$ cat src/ad9516_cfg_pkg.sv
package ad9516_cfg_pkg;

        ////////////////////////////////////////
        // Table and frame geometry
        ////////////////////////////////////////
        localparam int CFG_WORDS = 76;
        localparam int IDX_W     = 7;
        localparam int ADDR_W    = 13;
        localparam int DATA_W    = 8;
        localparam int INSTR_W   = 3;
        localparam int FRAME_W   = INSTR_W + ADDR_W + DATA_W;

        typedef logic [ADDR_W-1:0]  reg_addr_t;
        typedef logic [DATA_W-1:0]  reg_data_t;
        typedef logic [FRAME_W-1:0] spi_frame_t;
        typedef logic [IDX_W-1:0]   cfg_idx_t;

        // R/W bit low, W1:W0 = 00 selects a one-byte transfer
        typedef enum logic [INSTR_W-1:0] {
                INSTR_WR_1B = 3'b000
        } spi_instr_e;

        typedef enum logic [1:0] {
                SEQ_IDLE,
                SEQ_ISSUE,
                SEQ_DRAIN,
                SEQ_DONE
        } seq_state_e;

endpackage

$ cat src/spi_word_if.sv
`timescale 1ns/1ps

interface spi_word_if;
        import ad9516_cfg_pkg::*;

        logic      valid;
        logic      ready;
        reg_addr_t addr;
        reg_data_t data;

        // Sequencer side offers a word, shifter side takes it
        modport seq (
                output valid,
                output addr,
                output data,
                input  ready
        );

        modport shf (
                input  valid,
                input  addr,
                input  data,
                output ready
        );

endinterface

$ cat src/ad9516_cfg_top.sv
`timescale 1ns/1ps

module ad9516_cfg_top #(
        parameter int SCLK_HALF_DIV = 4,
        parameter int GAP_HALVES    = 2
) (
        input  logic clk_in,
        input  logic rst_n,
        input  logic i_start,
        output logic o_ready,
        output logic o_sclk,
        output logic o_sda,
        output logic o_cs_n
);
        import ad9516_cfg_pkg::*;

        cfg_idx_t seq_idx;
        logic     shf_idle;
        logic     run;
        logic     in_gap;
        logic     half_tick;
        logic     phase;
        logic     frame_end;
        logic     gap_end;

        spi_word_if word_if ();

        ////////////////////////////////////////
        // Table lookup feeds the word directly
        ////////////////////////////////////////
        ad9516_reg_table u_reg_table (
                .i_idx  (seq_idx),
                .o_addr (word_if.addr),
                .o_data (word_if.data)
        );

        cfg_sequencer u_sequencer (
                .clk_in         (clk_in),
                .rst_n          (rst_n),
                .i_start        (i_start),
                .o_ready        (o_ready),
                .o_idx          (seq_idx),
                .i_shifter_idle (shf_idle),
                .word           (word_if.seq)
        );

        spi_edge_timer #(
                .SCLK_HALF_DIV (SCLK_HALF_DIV),
                .GAP_HALVES    (GAP_HALVES)
        ) u_edge_timer (
                .clk_in      (clk_in),
                .rst_n       (rst_n),
                .i_run       (run),
                .i_in_gap    (in_gap),
                .o_half_tick (half_tick),
                .o_phase     (phase),
                .o_frame_end (frame_end),
                .o_gap_end   (gap_end)
        );

        spi_frame_shifter u_frame_shifter (
                .clk_in      (clk_in),
                .rst_n       (rst_n),
                .word        (word_if.shf),
                .o_run       (run),
                .o_in_gap    (in_gap),
                .i_half_tick (half_tick),
                .i_phase     (phase),
                .i_frame_end (frame_end),
                .i_gap_end   (gap_end),
                .o_idle      (shf_idle),
                .o_sclk      (o_sclk),
                .o_sda       (o_sda),
                .o_cs_n      (o_cs_n)
        );

endmodule

$ cat src/ad9516_reg_table.sv
`timescale 1ns/1ps

module ad9516_reg_table (
        input  ad9516_cfg_pkg::cfg_idx_t  i_idx,
        output ad9516_cfg_pkg::reg_addr_t o_addr,
        output ad9516_cfg_pkg::reg_data_t o_data
);
        import ad9516_cfg_pkg::*;

        always_comb begin
                case (i_idx)
                // Serial port config and PLL
                7'd0  : {o_addr, o_data} = {13'h0000, 8'h18};
                7'd1  : {o_addr, o_data} = {13'h0001, 8'h00};
                7'd2  : {o_addr, o_data} = {13'h0002, 8'h10};
                7'd3  : {o_addr, o_data} = {13'h0003, 8'h43};
                7'd4  : {o_addr, o_data} = {13'h0004, 8'h00};
                7'd5  : {o_addr, o_data} = {13'h0010, 8'h7C};
                7'd6  : {o_addr, o_data} = {13'h0011, 8'h01};
                7'd7  : {o_addr, o_data} = {13'h0012, 8'h00};
                7'd8  : {o_addr, o_data} = {13'h0013, 8'h08};
                7'd9  : {o_addr, o_data} = {13'h0014, 8'h0C};
                7'd10 : {o_addr, o_data} = {13'h0015, 8'h00};
                7'd11 : {o_addr, o_data} = {13'h0016, 8'h05};
                7'd12 : {o_addr, o_data} = {13'h0017, 8'hB4};
                7'd13 : {o_addr, o_data} = {13'h0018, 8'h07};
                7'd14 : {o_addr, o_data} = {13'h0019, 8'h00};
                7'd15 : {o_addr, o_data} = {13'h001A, 8'h45};
                7'd16 : {o_addr, o_data} = {13'h001B, 8'hE0};
                7'd17 : {o_addr, o_data} = {13'h001C, 8'h02};
                7'd18 : {o_addr, o_data} = {13'h001D, 8'h0A};
                7'd19 : {o_addr, o_data} = {13'h001E, 8'h00};
                7'd20 : {o_addr, o_data} = {13'h001F, 8'h0E};
                // Fine delay adjust
                7'd21 : {o_addr, o_data} = {13'h00A0, 8'h01};
                7'd22 : {o_addr, o_data} = {13'h00A1, 8'h00};
                7'd23 : {o_addr, o_data} = {13'h00A2, 8'h00};
                7'd24 : {o_addr, o_data} = {13'h00A3, 8'h01};
                7'd25 : {o_addr, o_data} = {13'h00A4, 8'h00};
                7'd26 : {o_addr, o_data} = {13'h00A5, 8'h00};
                7'd27 : {o_addr, o_data} = {13'h00A6, 8'h01};
                7'd28 : {o_addr, o_data} = {13'h00A7, 8'h00};
                7'd29 : {o_addr, o_data} = {13'h00A8, 8'h00};
                7'd30 : {o_addr, o_data} = {13'h00A9, 8'h01};
                7'd31 : {o_addr, o_data} = {13'h00AA, 8'h00};
                7'd32 : {o_addr, o_data} = {13'h00AB, 8'h00};
                // LVPECL and LVDS/CMOS outputs
                7'd33 : {o_addr, o_data} = {13'h00F0, 8'h0A};
                7'd34 : {o_addr, o_data} = {13'h00F1, 8'h0A};
                7'd35 : {o_addr, o_data} = {13'h00F2, 8'h0A};
                7'd36 : {o_addr, o_data} = {13'h00F3, 8'h0A};
                7'd37 : {o_addr, o_data} = {13'h00F4, 8'h0A};
                7'd38 : {o_addr, o_data} = {13'h00F5, 8'h08};
                7'd39 : {o_addr, o_data} = {13'h0140, 8'h03};
                7'd40 : {o_addr, o_data} = {13'h0141, 8'h42};
                7'd41 : {o_addr, o_data} = {13'h0142, 8'h42};
                7'd42 : {o_addr, o_data} = {13'h0143, 8'h43};
                // Output dividers
                7'd43 : {o_addr, o_data} = {13'h0190, 8'h00};
                7'd44 : {o_addr, o_data} = {13'h0191, 8'h80};
                7'd45 : {o_addr, o_data} = {13'h0192, 8'h00};
                7'd46 : {o_addr, o_data} = {13'h0193, 8'h00};
                7'd47 : {o_addr, o_data} = {13'h0194, 8'h80};
                7'd48 : {o_addr, o_data} = {13'h0195, 8'h00};
                7'd49 : {o_addr, o_data} = {13'h0196, 8'h00};
                7'd50 : {o_addr, o_data} = {13'h0197, 8'h80};
                7'd51 : {o_addr, o_data} = {13'h0198, 8'h00};
                7'd52 : {o_addr, o_data} = {13'h0199, 8'h11};
                7'd53 : {o_addr, o_data} = {13'h019A, 8'h00};
                7'd54 : {o_addr, o_data} = {13'h019B, 8'h11};
                7'd55 : {o_addr, o_data} = {13'h019C, 8'h20};
                7'd56 : {o_addr, o_data} = {13'h019D, 8'h00};
                7'd57 : {o_addr, o_data} = {13'h019E, 8'h99};
                7'd58 : {o_addr, o_data} = {13'h019F, 8'h00};
                7'd59 : {o_addr, o_data} = {13'h01A0, 8'h11};
                7'd60 : {o_addr, o_data} = {13'h01A1, 8'h20};
                7'd61 : {o_addr, o_data} = {13'h01A2, 8'h00};
                7'd62 : {o_addr, o_data} = {13'h01A3, 8'h00};
                // VCO divider, power down and sync
                7'd63 : {o_addr, o_data} = {13'h01E0, 8'h00};
                7'd64 : {o_addr, o_data} = {13'h01E1, 8'h02};
                7'd65 : {o_addr, o_data} = {13'h0230, 8'h00};
                7'd66 : {o_addr, o_data} = {13'h0231, 8'h00};
                7'd67 : {o_addr, o_data} = {13'h0232, 8'h00};
                // VCO calibration: cal bit low then high, each with an update
                7'd68 : {o_addr, o_data} = {13'h0018, 8'h06};
                7'd69 : {o_addr, o_data} = {13'h0232, 8'h01};
                7'd70 : {o_addr, o_data} = {13'h0018, 8'h07};
                7'd71 : {o_addr, o_data} = {13'h0232, 8'h01};
                // Soft sync pulse to align the outputs
                7'd72 : {o_addr, o_data} = {13'h0230, 8'h01};
                7'd73 : {o_addr, o_data} = {13'h0232, 8'h01};
                7'd74 : {o_addr, o_data} = {13'h0230, 8'h00};
                7'd75 : {o_addr, o_data} = {13'h0232, 8'h01};
                default: {o_addr, o_data} = {reg_addr_t'(0), reg_data_t'(0)};
                endcase
        end

endmodule

$ cat src/cfg_sequencer.sv
`timescale 1ns/1ps

module cfg_sequencer (
        input  logic                     clk_in,
        input  logic                     rst_n,
        input  logic                     i_start,
        output logic                     o_ready,
        output ad9516_cfg_pkg::cfg_idx_t o_idx,
        input  logic                     i_shifter_idle,
        spi_word_if.seq                  word
);
        import ad9516_cfg_pkg::*;

        seq_state_e state;
        logic       xfer;
        logic       last_word;

        assign o_ready    = (state == SEQ_IDLE);
        assign word.valid = (state == SEQ_ISSUE);
        assign xfer       = word.valid && word.ready;
        assign last_word  = (o_idx == cfg_idx_t'(CFG_WORDS - 1));

        always_ff @(posedge clk_in) begin
                if (!rst_n) begin
                        state <= SEQ_IDLE;
                        o_idx <= '0;
                end else begin
                        case (state)
                        SEQ_IDLE: begin
                                if (i_start) begin
                                        o_idx <= '0;
                                        state <= SEQ_ISSUE;
                                end
                        end
                        SEQ_ISSUE: begin
                                if (xfer) begin
                                        if (last_word) begin
                                                state <= SEQ_DRAIN;
                                        end else begin
                                                o_idx <= o_idx + 1'b1;
                                        end
                                end
                        end
                        // Last frame and its gap still running
                        SEQ_DRAIN: begin
                                if (i_shifter_idle) begin
                                        state <= SEQ_DONE;
                                end
                        end
                        default: begin
                                state <= SEQ_IDLE;
                        end
                        endcase
                end
        end

        a_idx_range: assert property (@(posedge clk_in) disable iff (!rst_n)
                word.valid |-> (o_idx <= cfg_idx_t'(CFG_WORDS - 1)));

endmodule

$ cat src/spi_edge_timer.sv
`timescale 1ns/1ps

module spi_edge_timer #(
        parameter int SCLK_HALF_DIV = 4,
        parameter int GAP_HALVES    = 2
) (
        input  logic clk_in,
        input  logic rst_n,
        input  logic i_run,
        input  logic i_in_gap,
        output logic o_half_tick,
        output logic o_phase,
        output logic o_frame_end,
        output logic o_gap_end
);
        import ad9516_cfg_pkg::*;

        localparam int FRAME_HALVES = 2 * FRAME_W;
        localparam int EDGE_MAX     = (FRAME_HALVES > GAP_HALVES) ? FRAME_HALVES : GAP_HALVES;
        localparam int EDGE_W       = $clog2(EDGE_MAX);
        localparam int PRE_W        = $clog2(SCLK_HALF_DIV + 1);

        logic [PRE_W-1:0]  pre_cnt;
        logic [EDGE_W-1:0] edge_cnt;

        assign o_half_tick = i_run && (pre_cnt == PRE_W'(SCLK_HALF_DIV - 1));
        assign o_frame_end = o_half_tick && !i_in_gap && (edge_cnt == EDGE_W'(FRAME_HALVES - 1));
        assign o_gap_end   = o_half_tick && i_in_gap && (edge_cnt == EDGE_W'(GAP_HALVES - 1));
        // Odd half-periods are the SCLK high half of a bit
        assign o_phase     = edge_cnt[0];

        always_ff @(posedge clk_in) begin
                if (!rst_n) begin
                        pre_cnt  <= '0;
                        edge_cnt <= '0;
                end else if (!i_run) begin
                        pre_cnt  <= '0;
                        edge_cnt <= '0;
                end else if (o_half_tick) begin
                        pre_cnt  <= '0;
                        edge_cnt <= (o_frame_end || o_gap_end) ? '0 : edge_cnt + 1'b1;
                end else begin
                        pre_cnt  <= pre_cnt + 1'b1;
                end
        end

endmodule

$ cat src/spi_frame_shifter.sv
`timescale 1ns/1ps

module spi_frame_shifter (
        input  logic    clk_in,
        input  logic    rst_n,
        spi_word_if.shf word,
        output logic    o_run,
        output logic    o_in_gap,
        input  logic    i_half_tick,
        input  logic    i_phase,
        input  logic    i_frame_end,
        input  logic    i_gap_end,
        output logic    o_idle,
        output logic    o_sclk,
        output logic    o_sda,
        output logic    o_cs_n
);
        import ad9516_cfg_pkg::*;

        spi_frame_t shift_q;
        logic       in_frame;
        logic       in_gap;
        logic       sclk_q;
        logic       xfer;

        assign o_idle     = !in_frame && !in_gap;
        assign word.ready = o_idle;
        assign xfer       = word.valid && word.ready;
        assign o_run      = in_frame || in_gap;
        assign o_in_gap   = in_gap;
        assign o_cs_n     = !in_frame;
        assign o_sclk     = sclk_q;
        assign o_sda      = shift_q[FRAME_W-1];

        always_ff @(posedge clk_in) begin
                if (!rst_n) begin
                        in_frame <= 1'b0;
                        in_gap   <= 1'b0;
                        sclk_q   <= 1'b0;
                        shift_q  <= '0;
                end else begin
                        if (xfer) begin
                                shift_q  <= {INSTR_WR_1B, word.addr, word.data};
                                in_frame <= 1'b1;
                        end else if (in_frame && i_half_tick) begin
                                // Falling edge moves the next bit onto SDIO
                                if (i_phase) begin
                                        sclk_q  <= 1'b0;
                                        shift_q <= {shift_q[FRAME_W-2:0], 1'b0};
                                end else begin
                                        sclk_q  <= 1'b1;
                                end
                        end
                        if (i_frame_end) begin
                                in_frame <= 1'b0;
                                in_gap   <= 1'b1;
                        end
                        if (i_gap_end) begin
                                in_gap <= 1'b0;
                        end
                end
        end

        a_cs_held: assert property (@(posedge clk_in) disable iff (!rst_n)
                (!o_cs_n && !i_frame_end) |=> !o_cs_n);

        a_sclk_idle: assert property (@(posedge clk_in) disable iff (!rst_n)
                o_cs_n |-> !o_sclk);

endmodule

$ cat config.mk
export PLATFORM = sky130hd
export DESIGN_NAME = ad9516_cfg_top
export DESIGN_NICKNAME = d
export VERILOG_FILES = /design/src/ad9516_cfg_pkg.sv /design/src/spi_word_if.sv /design/src/ad9516_cfg_top.sv /design/src/ad9516_reg_table.sv /design/src/cfg_sequencer.sv /design/src/spi_edge_timer.sv /design/src/spi_frame_shifter.sv
export SDC_FILE = /design/constraint.sdc
export NUM_CORES = 1
export LEC_CHECK = 0
export ABC_AREA = 1
export BUFFER_PORTS_ARGS = -buffer_cell sky130_fd_sc_hd__clkbuf_2
export CAP_MARGIN = 20
export CORE_UTILIZATION = 60
export CTS_CLUSTER_SIZE = 8
export DETAILED_ROUTE_END_ITERATION = 10
export HOLD_SLACK_MARGIN = 0.15
export PLACE_DENSITY = 0.81
export SYNTH_ARGS = -nofsm -noshare
export SYNTH_HDL_FRONTEND = slang
export SYNTH_SLANG_ARGS = --single-unit
$ cat constraint.sdc
create_clock -name clk_in -period 3.55 [get_ports clk_in]
set_clock_uncertainty 0.2 [all_clocks]
set_input_delay 0.71 -clock clk_in [delete_from_list [all_inputs] [get_ports clk_in]]
set_output_delay 0.71 -clock clk_in [all_outputs]
set_load 0.1 [all_outputs]
Yosys cells after proc, flatten, opt, wreduce, memory -nomap -nowiden
Memories as Yosys holds them, arrays and structs flattened. A register that Yosys moved wholly into a read port is not among the register bits.
Cells that the tools add are included.
{"block": "word_totals", "regBits": 45, "rom_bits": 2304, "input_bits": 3, "out_inout_bits": 4, "wordCells": 69, "memories": 1}
{"memory": "(no name shown)", "depth": 128, "word_bits": 18, "rd": 1, "rd_ports_with_merged_regs": 1, "wr": 0, "line_no": "ad9516_reg_table.sv:11", "text": "case (i_idx)"}
{"block": "op_classes", "n_addsub": 3, "eq_ne": 11, "mux": 16, "bitwise": 3, "n_reduce_logical": 26}
{"cell": "two-way mux 21 bit", "count": 3}
{"cell": "two-way mux 7 bit", "count": 5}
{"cell": "one-hot mux 7 bit (2 select lines)", "count": 1}
{"cell": "logical AND 1 bit", "count": 8}
{"cell": "two-way mux 2 bit", "count": 4}
{"cell": "inequality test 2 bit (second input constant)", "count": 4}
{"cell": "AND reduction 2 bit", "count": 4}
{"cell": "AND reduction 4 bit", "count": 2}
{"cell": "adder 7 x 1 -> 7 bit (second input constant)", "count": 1}
{"cell": "equality test 7 bit (second input constant)", "count": 1}
{"cell": "adder 6 x 1 -> 6 bit (second input constant)", "count": 1}
{"cell": "equality test 6 x 1 -> 1 bit (second input constant)", "count": 1}
{"cell": "equality test 6 bit (second input constant)", "count": 1}
{"cell": "two-way mux 6 bit", "count": 1}
{"cell": "one-hot mux 2 bit (3 select lines)", "count": 1}
{"cell": "nonzero test 2 bit", "count": 3}
{"cell": "OR reduction 2 bit", "count": 3}
{"cell": "adder 3 x 1 -> 3 bit (second input constant)", "count": 1}
{"cell": "equality test 3 x 2 -> 1 bit (second input constant)", "count": 1}
{"cell": "inverter 1 bit", "count": 3}
{"cell": "OR reduction 3 bit", "count": 1}
{"cell": "equality test 2 x 1 -> 1 bit (second input constant)", "count": 1}
{"cell": "equality test 2 bit (second input constant)", "count": 1}
{"cell": "logical NOT 1 bit", "count": 2}
{"cell": "4 further kinds", "count": 5}

Longest topological paths before layout
{"block": "logic_depth", "word_depth": 7, "depth_mapped": 22, "ltp_nobuf": 20}

Worst setup path after synthesis
Ideal clock, no wire load.
{"block": "synth_timing", "path_kind": "register to register", "start": "register u_sequencer.state[0]", "end": "register u_reg_table.o_data[0] (netlist name)", "setup_time_ns": 0.117, "arrival_time_ns": 3.102, "required_ns": 3.233, "setup_slack_ns": 0.132, "stages_incl_launch_ff": 22, "n_path_buf": 1, "path_cell_list": "dfxtp_1 inv_1 ha_1 inv_1 nor2_1 nor2_4 nand3_4 buf_6 nand2_1 inv_1 nor2_1 nand2_1 inv_1 ha_1 nand2_1 nand2_1 nand2_1 nand2_1 nand2_1 nand2_1 o21bai_1 nand2_1"}
{"element": "start, declared", "line_no": "cfg_sequencer.sv:14", "text": "seq_state_e state;"}
{"element": "start signal, assigned", "line_no": "cfg_sequencer.sv:25", "text": "state <= SEQ_IDLE;"}
{"element": "start signal, assigned", "line_no": "cfg_sequencer.sv:32", "text": "state <= SEQ_ISSUE;"}
{"element": "start signal, assigned", "line_no": "cfg_sequencer.sv:38", "text": "state <= SEQ_DRAIN;"}
{"element": "logical NOT 2 bit *"}
{"element": "named net o_ready", "line_no": "ad9516_cfg_top.sv:10", "text": "output logic o_ready,"}
{"element": "inequality test 2 bit (no source line) or nonzero test 2 bit (tied branches)"}
{"element": "AND reduction 4 bit (no source line)"}
{"element": "two-way mux 7 bit (no source line) * (2 in a row)"}
Mark *: on every way through the listed nets, which the timed path passes. The rest lies on a longest branch.
A chain may end at the register's enable or synchronous reset.

Worst setup path after layout
{"block": "layout_timing", "start": "register u_sequencer.state[1]", "end": "register u_reg_table.o_addr[2] (netlist name)"}
{"block": "layout_via", "elab_chain_cells": 6}
{"element": "equality test 2 x 1 -> 1 bit", "line_no": "cfg_sequencer.sv:19, cfg_sequencer.sv:28"}
{"element": "logical AND 1 bit", "line_no": "cfg_sequencer.sv:20", "text": "assign xfer = word.valid && word.ready;"}
{"element": "inequality test 2 bit (no source line)"}
{"element": "AND reduction 4 bit (no source line)"}
{"element": "two-way mux 7 bit (no source line) * (2 in a row)"}
Every way passes the cells marked *; elsewhere a longest branch is shown, timed or not.

==> reports/qor.txt <==
H-tree Lvls -> 3
Congestion Overflow GR -> 0
MaxCap Viol Count -> 0
Hold_sp -> u_edge_timer.pre_cnt[0]
Final hold violation count -> 0
Setup_tns -> 0 ns
Largest delay share family, worst path -> simple AND/OR/NAND/NOR gates
Largest cells by area after synthesis -> dfxtp_1 34%, nand2_1 17%, inv_1 7.0%
Area added between synthesis and finish -> 6.967%
Worst-case reg-to-reg path depth -> 19
CP Class -> flop to flop
Root Driver -> clkbuf_8
Pin count of the biggest net entering global routing -> 27
Yosys reg bits -> 63
Number of synthesized flops with an enable pin -> 0
CP Data Arrival Time -> 3.30 ns
Pleak -> 0.001889 µW
Vias in the first global route -> 3,197
Final Wtd Congestion -> 0.9940
Clock-pin slew on the worst setup and hold paths -> 0.08 ns
RSZ-0062 raised after global routing -> false
Overall Power -> 2974 µW
Yosys Warn Count -> 0
Setup violators final -> 0
Detail Route Antenna Nets -> 0
TritonRoute pass-1 iters -> 5
DRC violations left -> 0
Slowest cell on crit path -> ha_1
IO Port Bufs -> 6
Peak Freq -> 309.8 MHz
Crit. End Element -> flop
Drt first-iter violations -> 244
Via density -> 5.682
Startpoint types -> flop
Tmin final -> 3.227 ns
Maximum fanout along the worst path -> 16
Worst r2r src -> u_sequencer.state[1]
Post-DP HPWL -> 6502 µm
Status -> complete, no violations
Slew headroom -> 64.31%
Die Width -> 80.53 µm
Post CTS Setup Buffer Count -> 0
Initial antenna violation count -> 0
Clock Latency Late Sink -> 0.35 ns
Post-route clock period utilization -> 90.91%
Clk buf depth -> 2
Initial Utilization -> 62.49%
CTS tree -> built
I/O pins -> 7
ANT cells -> 0
Total CTS buffers -> 9
Overall Global Routing Usage -> 29.54%
CP required -> 3.63 ns
Yosys top cell area share -> 34.09%
Post-synth cell types -> 41
Core ar. -> 5921 µm²
Fin. max-slew vios -> 0
# hold bufs at CTS -> 0
Hold Path Depth -> 1
Syn nets -> 571
Slowest stage delay, CP -> 0.36 ns
Worst path buffer plus inverter count -> 4
Most frequent CP cell -> nand2_1
Avg Synthesized Cell Area -> 6.703 µm²
PwrDens -> 751.4 nW/µm²
Std-Cell Rows -> 28
Final layout net count -> 578
FFs w/ async S/R, synth -> 0%
Predominant post-synthesis flop cell -> dfxtp_1
Mapped Area -> 3700 µm²
Max VDD drop -> 415.9 µV
Final wirelength -> 8928 µm
# resized after CTS -> 0
Area leader, netlist -> dfxtp_1
Fillcell total -> 496
Slew @ Worst Pin -> 0.5377 ns
RR Endpoint -> u_reg_table.o_addr[2]
Routed WL per cell -> 13.97 µm
Proportion of layout cells with a drive suffix above 1 -> 10.46%
Worst Hold Class -> flop to flop
Worst hold endpoint -> u_edge_timer.pre_cnt[0]
Clock sink count -> 63
R2R setup slack -> 0.32 ns
Die ar. -> 6484 µm²
Die Y-Extent -> 80.53 µm
Post-synthesis sequential area ratio -> 34.09%
Crit-path cells -> inv_1 -> ha_1 -> inv_2 -> nor2_2 -> nor2_4 -> nand3_4 -> inv_2 -> nand2_1 -> nand2_1 -> nor2_1 -> ha_1 -> inv_1 -> nor2_1 -> nand2_1 -> nand2_1 -> nand2_1 -> o21ai_0 -> nor2_1 -> nor2_1
First-pass GRT wire length -> 14,700 µm
Via count -> 3,631
Synth Instances -> 552
[metal layers]
metal	track usage, %	vias to the layer above	part of all wire (%)
met5	0	-	0
met4	13.57	0	3.3
met3	7.045	38	8.3
met2	47.88	165	46
met1	36.70	1638	43
li1	-	1790	-
[cell usage after synthesis (all sizes together), types with 2 or more instances]
cell    count
nor4        2
nand3      51
buf        12
clkbuf      6
dfxtp      63
o21ai      45
o211ai      9
ha         16
xor2        4
clkinv      4
nand2     168
inv        75
or2         3
o311ai      4
a21oi      23
nor3        7
nor2       43
nand4       9
[report_power, final]
part	internal, µW	switching, µW	leakage (µW)
combinational	422	1050	0.00129
sequential	850	75.6	0.000514
clock	288	286	0.0000873
[flip-flops by register name, indices dropped and copies added (netlist names)]
signal                    count
u_frame_shifter.shift_q      24
u_reg_table.o_addr           10
u_reg_table.o_data            8
u_sequencer.o_idx             7
u_edge_timer.edge_cnt         6
u_edge_timer.pre_cnt          3
u_sequencer.state             2
u_frame_shifter.in_frame      1
u_frame_shifter.o_in_gap      1
u_frame_shifter.o_sclk        1
[worst max-delay path by stage]
stage	from	to	slack, ns	cells after the start
global route	u_sequencer.state[1]	u_reg_table.o_addr[2]	0.03	20
floorplan	u_sequencer.state[0]	u_reg_table.o_data[0]	0.13	21
finish	u_sequencer.state[1]	u_reg_table.o_addr[2]	0.32	19
CTS	u_sequencer.state[1]	u_reg_table.o_addr[2]	0.39	19
detailed placement	u_sequencer.state[1]	u_reg_table.o_addr[2]	0.40	19
global placement	i_start	u_reg_table.o_addr[2]	0.50	17
[area by class of cell]
| cell class | instances | area (µm²) | area share [%] |
|---|---|---|---|
| clock buffers | 11 | 151.4 | 3.825 |
| well taps | 75 | 93.84 | 2.371 |
| repair buffers | 14 | 90.09 | 2.276 |
| clock inverters | 5 | 32.53 | 0.8220 |
| inverters | 79 | 296.5 | 7.493 |
| flip-flops and latches | 63 | 1261 | 31.87 |
| multi-input cells | 392 | 2032 | 51.34 |
[logic make-up after synthesis]
logic type	count (synthesis)	synth area share [%]
and+or+nand+nor	285	34.80
buffers and inverters	97	10.99
AOI/OAI and AO/OA	87	13.76
DFF	63	34.09
adders and majority gates	16	5.411
xor gates and xnor gates	4	0.9468
[layout by cell type, fill, tap and decap left out, types with 9 or more instances in the layout]
cell type | synthesis | final
nand2_1 | 164 | 164
inv_1 | 69 | 69
dfxtp_1 | 63 | 63
nand3_1 | 45 | 45
nor2_1 | 38 | 38
o21ai_0 | 33 | 33
a21oi_1 | 23 | 23
ha_1 | 16 | 16
clkbuf_8 | 0 | 11
o21ai_1 | 9 | 9
[per-stage QoR]
stage	util [%]	hold slack [ns]	area [µm²]	worst slack, ns	instances
floorplan	-	0.1990	3700	0.1317	552
finish	66.84	0.2328	3958	0.3226	639
detailed placement	63.74	0.2161	3774	0.3958	623
CTS	66.84	0.2359	3958	0.3939	639
global placement	63.74	0.2081	3774	0.4976	623
global route	66.84	0.2744	3958	0.02761	639
(Power assumes the default switching activity.)
